File: config.mk
export PLATFORM = sky130hd
export DESIGN_NAME = dma_s2mm_top
export DESIGN_NICKNAME = d
export VERILOG_FILES = /design/src/rtl/dma_cmd_pkg.sv /design/src/rtl/axi_wr_pkg.sv /design/src/rtl/sync_fifo.sv /design/src/rtl/s2mm_burst_planner.sv /design/src/rtl/s2mm_burst_table.sv /design/src/rtl/s2mm_beat_counter.sv /design/src/rtl/dma_s2mm_top.sv
export VERILOG_INCLUDE_DIRS = /design/src /design/src/rtl
export SDC_FILE = /design/constraint.sdc
export NUM_CORES = 2
export LEC_CHECK = 0
export ABC_AREA = 1
export BUFFER_PORTS_ARGS = -buffer_cell sky130_fd_sc_hd__buf_2
export CAP_MARGIN = 30
export CORE_MARGIN = 2
export CORE_UTILIZATION = 60
export CTS_BUF_LIST = sky130_fd_sc_hd__clkbuf_8 sky130_fd_sc_hd__clkbuf_16
export DETAILED_ROUTE_END_ITERATION = 6
export GPL_TIMING_DRIVEN = 0
export PLACE_DENSITY = 0.83
export SYNTH_ARGS = -nofsm -noshare
export SYNTH_HDL_FRONTEND = slang
export SYNTH_SLANG_ARGS = --single-unit
export TNS_END_PERCENT = 50
File: constraint.sdc
create_clock -name m_axi_aclk -period 7.5 [get_ports m_axi_aclk]
set_input_delay 1.125 -clock m_axi_aclk [delete_from_list [all_inputs] [get_ports m_axi_aclk]]
set_output_delay 1.125 -clock m_axi_aclk [all_outputs]
set_load 0.01 [all_outputs]
File: src/rtl/dma_s2mm_config.svh
`ifndef DMA_S2MM_CONFIG_SVH
`define DMA_S2MM_CONFIG_SVH

// stream and AXI data width in bits
`define DMA_DATA_WIDTH 32

// longest incrementing burst in beats
`define DMA_MAX_BURST_LEN 16

// queued commands ahead of the planner
`define DMA_CMD_FIFO_DEPTH 4

// write data buffer, two full bursts
`define DMA_WDATA_FIFO_DEPTH 32

// descriptor slots, the one-hot pointers rely on four
`define DMA_BURST_SLOTS 4

`endif

File: src/rtl/dma_cmd_pkg.sv
`include "dma_s2mm_config.svh"

package dma_cmd_pkg;

	// write command as it arrives on the command port
	typedef struct packed
	{
		logic [23:0] btt; // bytes to transfer
		logic [31:0] addr; // base address
		logic fixed; // 1: fixed burst, 0: incrementing
	} dma_cmd_t;

	// one AXI burst cut from a command
	typedef struct packed
	{
		logic [31:0] addr;
		logic [7:0] len_m1; // beats minus one
		logic fixed;
		logic last_of_cmd; // final burst of its command
	} burst_desc_t;

	typedef logic [`DMA_BURST_SLOTS-1:0] slot_onehot_t;

	localparam int BYTES_PER_BEAT = `DMA_DATA_WIDTH / 8;
	localparam int BEAT_SHIFT = $clog2(BYTES_PER_BEAT);

endpackage

File: src/rtl/axi_wr_pkg.sv
`include "dma_s2mm_config.svh"

package axi_wr_pkg;

	// wrap and the reserved code are never issued
	typedef enum logic [1:0]
	{
		AXI_BURST_FIXED = 2'b00,
		AXI_BURST_INCR = 2'b01
	} axi_burst_e;

	// AW request without the constant fields
	typedef struct packed
	{
		logic [31:0] addr;
		logic [7:0] len;
		axi_burst_e burst;
	} aw_req_t;

	typedef struct packed
	{
		logic [`DMA_DATA_WIDTH-1:0] data;
		logic [`DMA_DATA_WIDTH/8-1:0] strb;
		logic last;
	} w_beat_t;

	// beats in one 4 KB page
	localparam int AXI_4KB_BEATS = 4096 / (`DMA_DATA_WIDTH / 8);

endpackage

File: src/rtl/sync_fifo.sv
module sync_fifo #(
	parameter type T = logic,
	parameter int DEPTH = 4
)(
	input logic m_axi_aclk,
	input logic m_axi_aresetn,

	input T wr_data_i,
	input logic wr_valid_i,
	output logic wr_ready_o,

	output T rd_data_o,
	output logic rd_valid_o,
	input logic rd_ready_i
);

	localparam int PTR_W = (DEPTH > 1) ? $clog2(DEPTH) : 1;
	localparam int CNT_W = $clog2(DEPTH + 1);

	T mem [DEPTH];
	logic [PTR_W-1:0] wr_ptr;
	logic [PTR_W-1:0] rd_ptr;
	logic [CNT_W-1:0] count; // occupancy
	logic wr_fire;
	logic rd_fire;

	assign wr_ready_o = count != CNT_W'(DEPTH);
	assign rd_valid_o = count != '0;
	assign rd_data_o = mem[rd_ptr]; // head shows as soon as it is written

	assign wr_fire = wr_valid_i & wr_ready_o;
	assign rd_fire = rd_valid_o & rd_ready_i;

	always_ff @(posedge m_axi_aclk)
	begin
		if (wr_fire)
			mem[wr_ptr] <= wr_data_i;
	end

	always_ff @(posedge m_axi_aclk or negedge m_axi_aresetn)
	begin
		if (!m_axi_aresetn)
		begin
			wr_ptr <= '0;
			rd_ptr <= '0;
			count <= '0;
		end
		else
		begin
			if (wr_fire)
				wr_ptr <= (wr_ptr == PTR_W'(DEPTH - 1)) ? '0 : wr_ptr + 1'b1;
			if (rd_fire)
				rd_ptr <= (rd_ptr == PTR_W'(DEPTH - 1)) ? '0 : rd_ptr + 1'b1;
			if (wr_fire != rd_fire)
				count <= wr_fire ? count + 1'b1 : count - 1'b1;
		end
	end

endmodule

File: src/rtl/s2mm_burst_planner.sv
`include "dma_s2mm_config.svh"

module s2mm_burst_planner (
	input logic m_axi_aclk,
	input logic m_axi_aresetn,

	input dma_cmd_pkg::dma_cmd_t cmd_i,
	input logic cmd_valid_i,
	output logic cmd_ready_o,

	input logic slot_free_i, // slot under the plan pointer is free
	output dma_cmd_pkg::burst_desc_t desc_o,
	output logic launch_o
);

	import dma_cmd_pkg::*;
	import axi_wr_pkg::*;

	localparam int INCR_CAP = `DMA_MAX_BURST_LEN;
	localparam int FIXED_CAP = (INCR_CAP > 16) ? 16 : INCR_CAP;
	localparam int WIN_W = $clog2(AXI_4KB_BEATS);

	typedef enum logic [1:0]
	{
		IDLE,
		CALC0,
		CALC1,
		LAUNCH
	} state_e;

	state_e state;
	logic cmd_fire;
	logic [24:0] term_addr; // byte count plus low address bits
	logic [23:0] beats; // whole beats of the command
	logic [23:0] cap_m1;
	logic [23:0] rmn_m1; // beats still to plan minus one
	logic [WIN_W-1:0] win_m1; // beats left in the 4 KB page minus one
	logic [31:0] addr_q;
	logic fixed_q;
	logic [7:0] min_res;
	logic le0_q; // remainder chosen against the cap
	logic le0;
	logic le1;
	logic last_q;

	assign cmd_ready_o = state == IDLE;
	assign cmd_fire = cmd_valid_i & cmd_ready_o;

	assign term_addr = 25'(cmd_i.btt) + 25'(cmd_i.addr[BEAT_SHIFT-1:0]);
	assign beats = 24'(term_addr[24:BEAT_SHIFT]) + 24'(|term_addr[BEAT_SHIFT-1:0]);

	assign cap_m1 = fixed_q ? 24'(FIXED_CAP - 1) : 24'(INCR_CAP - 1);
	assign le0 = rmn_m1 <= cap_m1;
	assign le1 = {16'd0, min_res} <= 24'(win_m1);

	assign launch_o = state == LAUNCH;
	assign desc_o.addr = addr_q;
	assign desc_o.len_m1 = min_res;
	assign desc_o.fixed = fixed_q;
	assign desc_o.last_of_cmd = last_q;

	always_ff @(posedge m_axi_aclk or negedge m_axi_aresetn)
	begin
		if (!m_axi_aresetn)
			state <= IDLE;
		else
		begin
			case (state)
				IDLE: if (cmd_fire) state <= CALC0;
				CALC0: if (slot_free_i) state <= CALC1; // wait for a slot
				CALC1: state <= LAUNCH;
				default: state <= last_q ? IDLE : CALC0;
			endcase
		end
	end

	always_ff @(posedge m_axi_aclk)
	begin
		if (cmd_fire)
		begin
			rmn_m1 <= beats - 24'd1;
			win_m1 <= ~cmd_i.addr[11:BEAT_SHIFT];
			addr_q <= {cmd_i.addr[31:BEAT_SHIFT], {BEAT_SHIFT{1'b0}}}; // beat aligned
			fixed_q <= cmd_i.fixed;
		end
		else if (state == CALC0 && slot_free_i)
		begin
			min_res <= le0 ? rmn_m1[7:0] : cap_m1[7:0];
			le0_q <= le0;
		end
		else if (state == CALC1)
		begin
			// fixed bursts never move, so the page limit does not apply
			if (!fixed_q && !le1)
				min_res <= win_m1[7:0];
			last_q <= le0_q & (fixed_q | le1);
		end
		else if (state == LAUNCH && !last_q)
		begin
			rmn_m1 <= rmn_m1 - 24'(min_res) - 24'd1;
			if (!fixed_q)
			begin
				win_m1 <= win_m1 - WIN_W'(min_res) - 1'b1; // wraps into next page
				addr_q <= addr_q + ((32'(min_res) + 32'd1) << BEAT_SHIFT);
			end
		end
	end

endmodule

File: src/rtl/s2mm_burst_table.sv
`include "dma_s2mm_config.svh"

module s2mm_burst_table (
	input logic m_axi_aclk,
	input logic m_axi_aresetn,

	input dma_cmd_pkg::burst_desc_t desc_i,
	input logic launch_i,
	output logic slot_free_o,

	output logic [7:0] fill_len_o,
	output logic fill_last_of_cmd_o,
	output logic fill_active_o,
	input logic burst_filled_i,

	output axi_wr_pkg::aw_req_t aw_o,
	output logic awvalid_o,
	input logic awready_i,

	input logic bvalid_i
);

	import dma_cmd_pkg::*;
	import axi_wr_pkg::*;

	// lifecycle flag bits, a slot rotates through them in order
	localparam int ST_FREE = 0;
	localparam int ST_PLANNED = 1;
	localparam int ST_READY = 2;
	localparam int ST_FLIGHT = 3;

	logic [3:0] flags [`DMA_BURST_SLOTS];
	burst_desc_t desc_q [`DMA_BURST_SLOTS];
	slot_onehot_t plan_ptr;
	slot_onehot_t fill_ptr;
	slot_onehot_t issue_ptr;
	slot_onehot_t retire_ptr;
	burst_desc_t fill_desc;
	burst_desc_t issue_desc;
	logic retire_ok;

	function automatic logic in_state(input slot_onehot_t ptr, input int st);
		logic hit;
		hit = 1'b0;
		for (int i = 0; i < `DMA_BURST_SLOTS; i++)
			hit |= ptr[i] & flags[i][st];
		return hit;
	endfunction

	function automatic burst_desc_t sel_desc(input slot_onehot_t ptr);
		burst_desc_t d;
		d = '0;
		for (int i = 0; i < `DMA_BURST_SLOTS; i++)
			if (ptr[i])
				d = desc_q[i];
		return d;
	endfunction

	function automatic slot_onehot_t rot(input slot_onehot_t ptr);
		return {ptr[`DMA_BURST_SLOTS-2:0], ptr[`DMA_BURST_SLOTS-1]};
	endfunction

	assign slot_free_o = in_state(plan_ptr, ST_FREE);
	assign fill_active_o = in_state(fill_ptr, ST_PLANNED);
	assign awvalid_o = in_state(issue_ptr, ST_READY);
	assign retire_ok = in_state(retire_ptr, ST_FLIGHT);

	assign fill_desc = sel_desc(fill_ptr);
	assign issue_desc = sel_desc(issue_ptr);

	assign fill_len_o = fill_desc.len_m1;
	assign fill_last_of_cmd_o = fill_desc.last_of_cmd;

	assign aw_o.addr = issue_desc.addr;
	assign aw_o.len = issue_desc.len_m1;
	assign aw_o.burst = issue_desc.fixed ? AXI_BURST_FIXED : AXI_BURST_INCR;

	always_ff @(posedge m_axi_aclk)
	begin
		for (int i = 0; i < `DMA_BURST_SLOTS; i++)
			if (launch_i && plan_ptr[i] && flags[i][ST_FREE])
				desc_q[i] <= desc_i;
	end

	always_ff @(posedge m_axi_aclk or negedge m_axi_aresetn)
	begin
		if (!m_axi_aresetn)
		begin
			for (int i = 0; i < `DMA_BURST_SLOTS; i++)
				flags[i] <= 4'b0001;
			plan_ptr <= slot_onehot_t'(1);
			fill_ptr <= slot_onehot_t'(1);
			issue_ptr <= slot_onehot_t'(1);
			retire_ptr <= slot_onehot_t'(1);
		end
		else
		begin
			// one slot holds one state, so at most one event hits it
			for (int i = 0; i < `DMA_BURST_SLOTS; i++)
				if ((plan_ptr[i] & flags[i][ST_FREE] & launch_i) |
					(fill_ptr[i] & flags[i][ST_PLANNED] & burst_filled_i) |
					(issue_ptr[i] & flags[i][ST_READY] & awready_i) |
					(retire_ptr[i] & flags[i][ST_FLIGHT] & bvalid_i))
					flags[i] <= {flags[i][2:0], flags[i][3]};
			if (launch_i && slot_free_o)
				plan_ptr <= rot(plan_ptr);
			if (burst_filled_i && fill_active_o)
				fill_ptr <= rot(fill_ptr);
			if (awready_i && awvalid_o)
				issue_ptr <= rot(issue_ptr);
			if (bvalid_i && retire_ok) // responses come back in AW order
				retire_ptr <= rot(retire_ptr);
		end
	end

endmodule

File: src/rtl/s2mm_beat_counter.sv
module s2mm_beat_counter (
	input logic m_axi_aclk,
	input logic m_axi_aresetn,

	input logic beat_fire_i, // beat accepted into the data FIFO
	input logic in_last_i, // stream tlast of that beat
	input logic [7:0] fill_len_i, // burst length minus one
	input logic fill_last_of_cmd_i,

	output logic beat_last_o,
	output logic burst_filled_o,
	output logic mismatch_o
);

	logic [7:0] cnt;
	logic expect_last; // end of the whole command

	assign beat_last_o = cnt == fill_len_i;
	assign burst_filled_o = beat_fire_i & beat_last_o;
	assign expect_last = beat_last_o & fill_last_of_cmd_i;

	always_ff @(posedge m_axi_aclk or negedge m_axi_aresetn)
	begin
		if (!m_axi_aresetn)
			cnt <= 8'd0;
		else if (beat_fire_i)
			cnt <= beat_last_o ? 8'd0 : cnt + 8'd1;
	end

	// stream tlast and the command end must agree beat for beat
	always_ff @(posedge m_axi_aclk or negedge m_axi_aresetn)
	begin
		if (!m_axi_aresetn)
			mismatch_o <= 1'b0;
		else if (beat_fire_i && (in_last_i != expect_last))
			mismatch_o <= 1'b1; // sticky
	end

endmodule

File: src/rtl/dma_s2mm_top.sv
`include "dma_s2mm_config.svh"

module dma_s2mm_top (
	input logic m_axi_aclk,
	input logic m_axi_aresetn,

	input dma_cmd_pkg::dma_cmd_t s_cmd_data_i,
	input logic s_cmd_valid_i,
	output logic s_cmd_ready_o,

	input logic [`DMA_DATA_WIDTH-1:0] s_axis_data_i,
	input logic [`DMA_DATA_WIDTH/8-1:0] s_axis_keep_i,
	input logic s_axis_last_i,
	input logic s_axis_valid_i,
	output logic s_axis_ready_o,

	output axi_wr_pkg::aw_req_t m_axi_aw_o,
	output logic m_axi_awvalid_o,
	input logic m_axi_awready_i,

	output axi_wr_pkg::w_beat_t m_axi_w_o,
	output logic m_axi_wvalid_o,
	input logic m_axi_wready_i,

	input logic [1:0] m_axi_bresp_i,
	input logic m_axi_bvalid_i,

	output logic [1:0] err_flag_o // {response error, beat count mismatch}
);

	import dma_cmd_pkg::*;
	import axi_wr_pkg::*;

	dma_cmd_t cmd;
	logic cmd_valid;
	logic cmd_ready;
	burst_desc_t desc;
	logic launch;
	logic slot_free;
	logic [7:0] fill_len;
	logic fill_last_of_cmd;
	logic fill_active;
	logic burst_filled;
	logic beat_last;
	logic beat_fire;
	logic mismatch;
	logic wfifo_ready;
	w_beat_t wbeat_in;
	logic resp_err;

	sync_fifo #(
		.T(dma_cmd_t),
		.DEPTH(`DMA_CMD_FIFO_DEPTH)
	) cmd_fifo_inst (
		.m_axi_aclk(m_axi_aclk),
		.m_axi_aresetn(m_axi_aresetn),
		.wr_data_i(s_cmd_data_i),
		.wr_valid_i(s_cmd_valid_i),
		.wr_ready_o(s_cmd_ready_o),
		.rd_data_o(cmd),
		.rd_valid_o(cmd_valid),
		.rd_ready_i(cmd_ready)
	);

	s2mm_burst_planner planner_inst (
		.m_axi_aclk(m_axi_aclk),
		.m_axi_aresetn(m_axi_aresetn),
		.cmd_i(cmd),
		.cmd_valid_i(cmd_valid),
		.cmd_ready_o(cmd_ready),
		.slot_free_i(slot_free),
		.desc_o(desc),
		.launch_o(launch)
	);

	s2mm_burst_table table_inst (
		.m_axi_aclk(m_axi_aclk),
		.m_axi_aresetn(m_axi_aresetn),
		.desc_i(desc),
		.launch_i(launch),
		.slot_free_o(slot_free),
		.fill_len_o(fill_len),
		.fill_last_of_cmd_o(fill_last_of_cmd),
		.fill_active_o(fill_active),
		.burst_filled_i(burst_filled),
		.aw_o(m_axi_aw_o),
		.awvalid_o(m_axi_awvalid_o),
		.awready_i(m_axi_awready_i),
		.bvalid_i(m_axi_bvalid_i)
	);

	// beats only enter while a planned burst is waiting for data
	assign s_axis_ready_o = wfifo_ready & fill_active;
	assign beat_fire = s_axis_valid_i & s_axis_ready_o;

	s2mm_beat_counter counter_inst (
		.m_axi_aclk(m_axi_aclk),
		.m_axi_aresetn(m_axi_aresetn),
		.beat_fire_i(beat_fire),
		.in_last_i(s_axis_last_i),
		.fill_len_i(fill_len),
		.fill_last_of_cmd_i(fill_last_of_cmd),
		.beat_last_o(beat_last),
		.burst_filled_o(burst_filled),
		.mismatch_o(mismatch)
	);

	assign wbeat_in.data = s_axis_data_i;
	assign wbeat_in.strb = s_axis_keep_i;
	assign wbeat_in.last = beat_last; // burst boundary, not stream tlast

	sync_fifo #(
		.T(w_beat_t),
		.DEPTH(`DMA_WDATA_FIFO_DEPTH)
	) wdata_fifo_inst (
		.m_axi_aclk(m_axi_aclk),
		.m_axi_aresetn(m_axi_aresetn),
		.wr_data_i(wbeat_in),
		.wr_valid_i(s_axis_valid_i & fill_active),
		.wr_ready_o(wfifo_ready),
		.rd_data_o(m_axi_w_o),
		.rd_valid_o(m_axi_wvalid_o),
		.rd_ready_i(m_axi_wready_i)
	);

	// SLVERR and DECERR both have bresp[1] set
	always_ff @(posedge m_axi_aclk or negedge m_axi_aresetn)
	begin
		if (!m_axi_aresetn)
			resp_err <= 1'b0;
		else if (m_axi_bvalid_i && m_axi_bresp_i[1])
			resp_err <= 1'b1;
	end

	assign err_flag_o = {resp_err, mismatch};

endmodule

==> reports/results.ini <==
[status]
status = finished, violations left
violations = design-rule violations

[worst_setup_path]
path_class = register to output port
worstPathRequired_ps = 6380
rrSetupSlack_ps = 2240
critPathCaptureType = output port
startpoint_type = register
crit_start = wdata_fifo_inst.rd_ptr[0]
reg2reg_depth = 26
crit_fanout = 10
critPathArrivalTime_ps = 5640
r2r_end = planner_inst.rmn_m1[16]
worstSetupEndpoint = m_axi_w_o[0]
r2r_start = cmd_fifo_inst.rd_ptr[0]

[global_routing]
overflow = 0
grt_max_degree = 65
antenna_found_initial = 9
grt_pass1_wl_um = 309200
grt.total_usage_pct = 34.67
grt_pass1_vias = 50250

[sta]
worst_slew_pin_slew_ps = 1171
fmax_mhz = 147.9
hold_viol = 0
period_share_pct = 90.17
setup-violations-final = 0
drv_slew = 0
rsz0062_at_grt = false
slew_headroom_pct = 21.95
holdWs_ps = 164.5
fin_ws_ps = 737.0
min_period_ps = 6763
finClkSkew_ps = 66.50
setup_tns_ps = 0

[finish]
postLayoutCoreUtil_pct = 68.69
post-route-cell-area_mm2 = 0.08078
final_common_cell = edfxtp_1
area_delta_synth_final_pct = 13.86
drive_above_1_share_pct = 10.34
nets = 6383
final_cell_mix = 1647 x edfxtp_1, 898 x nor2_1, 833 x o21ai_0

[die]
start_util_pct = 60.33
die_width_um = 347.9
pin_count = 188
die_y_um = 347.9
dieArea_mm2 = 0.1210
rows = 126
coreArea_mm2 = 0.1176

[clock_tree]
cts_resized = 0
ctsLongestPathBuffers = 3
htree_levels = 4
cts_root_buf = clkbuf_16
clock_latency_ps = 800
cts_sinks = 1714
cts_hold_buf = 0
tritoncts = yes
clk_pin_slew_worst_paths_ps = 60
cts_setup_buffers = 0
cts_buffers = 166

[flow_run]
cap_violations = 0

[synth]
synth.yosys.warnings = 0
synth_top_area_share_pct = 69.71
syn_area_mm2 = 0.07095
ys_seq_elements = 1714
synth_area_leaders = edfxtp_1 70%, o21ai_0 5.9%, nor2_1 4.9%
yosys.area.top_type = edfxtp_1
synth.distinct_cells = 55
synth_cells = 5791
synth_area_per_cell_um2 = 12.25
yosysSeqAreaShare_pct = 72.09

[pwr]
ir_worst_vdd_uv = 252.9
powerDensity_mw_per_mm2 = 325.0
p_leak_uw = 0.02783

[place]
io_buffers = 183
dp_hpwl_um = 139400
dpl_worst_slack_ps = 2127
dpl-instance-area_mm2 = 0.07526
gp_congestion = 1.004

[drt]
routed_wl_um = 213800
drc = 26
viasPerCell = 6.622
first_pass_iters = 7
first_iter_violations = 9596
ant_nets = 0
wl_per_cell_um = 27.07
vias = 52290

[min_path]
hold_path.class = input pin to async pin

[critical path: stages (launching register included)]
cell	delay (ps)
dfrtp_1	370
buf_2	430
buf_2	690
clkbuf_1	810
clkbuf_1	700
o21ai_0	210
o22ai_1	400
a21oi_1	240
o31ai_1	700
buf_2	260
[cell families after synthesis]
family          count (synthesis)  synth area share [%]
simple gates                 1936                 11.12
fa+ha+maj                      66                 1.227
compound gates               1489                 11.83
other cells                     1              0.005285
buf+inv                       525                 2.972
xor+xnor                       54                0.6666
mux                             6               0.09522
flops                        1714                 72.09
[layer usage]
| metal | GRT usage [%] | share of wire (%) | vias to the layer above |
|---|---|---|---|
| met3 | 8.699 | 14 | 1091 |
| met1 | 42.61 | 32 | 24550 |
| met5 | 0 | 0.028 | - |
| li1 | - | - | 22010 |
| met4 | 21.82 | 7.6 | 8 |
| met2 | 55.36 | 46 | 4630 |
[final cells by class]
type	count	area, um2
sequential	1714	51140
fill	7467	36820
multi-input combinational	3554	18010
clock buffer	169	4195
timing repair buffer	253	2142
tap	1536	1922
buffer	345	1425
clock inverter	140	1249
inverter	180	683.2
antenna	6	15.01
[worst min-delay path by stage]
stage | startpoint | endpoint | slack, ps | cells after the start
2_1_floorplan | resp_err | resp_err | 430 | 1
3_3_place_gp | resp_err | resp_err | 440 | 1
3_5_place_dp | resp_err | resp_err | 460 | 1
4_1_cts | m_axi_aresetn | wdata_fifo_inst.count[3] | 120 | 1
5_1_grt | m_axi_aresetn | wdata_fifo_inst.count[0] | 140 | 1
6_report | m_axi_aresetn | wdata_fifo_inst.count[0] | 160 | 1
[registers in the layout (all words and copies together) (netlist names), 2 cells and up]
name / count
cmd_fifo_inst.mem: 228
table_inst.retire_ptr: 4
table_inst.flags: 16
planner_inst.win_m1: 10
planner_inst.min_res: 8
planner_inst.rmn_m1: 24
wdata_fifo_inst.mem: 1184
table_inst.fill_ptr: 4
table_inst.issue_ptr: 4
table_inst.plan_ptr: 4
cmd_fifo_inst.count: 3
wdata_fifo_inst.count: 6
planner_inst.state: 2
cmd_fifo_inst.rd_ptr: 2
wdata_fifo_inst.rd_ptr: 5
cmd_fifo_inst.wr_ptr: 2
table_inst.desc_q: 160
counter_inst.cnt: 8
wdata_fifo_inst.wr_ptr: 5
planner_inst.addr_q: 30
[power by group]
group,internal [uW],switching (uW)
sequential,10800,86.3
combinational,1790,5310
clock,4590,3710
[stage by stage]
| step | instances | power, uW |
|---|---|---|
| 2_1_floorplan | 5793 | 14630 |
| 3_3_place_gp | 7512 | 17280 |
| 3_5_place_dp | 7577 | 17580 |
| 4_1_cts | 7886 | 25750 |
| 5_1_grt | 7891 | 26820 |
| 6_report | 7897 | 26250 |
[cell usage after synthesis (all sizes together)]
cell type and n:
clkinv 3, xnor2 18, a221oi 40, o21bai 2, dfrtp 59, inv 177, nor4 6, a21oi 120
or2 7, nand2 733, fa 6, a21o 4, conb 1, nand3 162, a21boi 5, ha 60
nor3 31, edfxtp 1647, mux2 6, a32oi 5, o211ai 6, a22o 1, o22ai 375, xor2 36
o31ai 56, o21ai 842, a32o 13, nand4 25, a211oi 1, and2 2, o2111ai 1, a31o 2
nor2 962, a31oi 5, clkbuf 279, o21a 8, buf 66, nand3b 7, dfstp 8, a22oi 2
nor3b 1, a311oi 1
(Power assumes the default switching activity.)
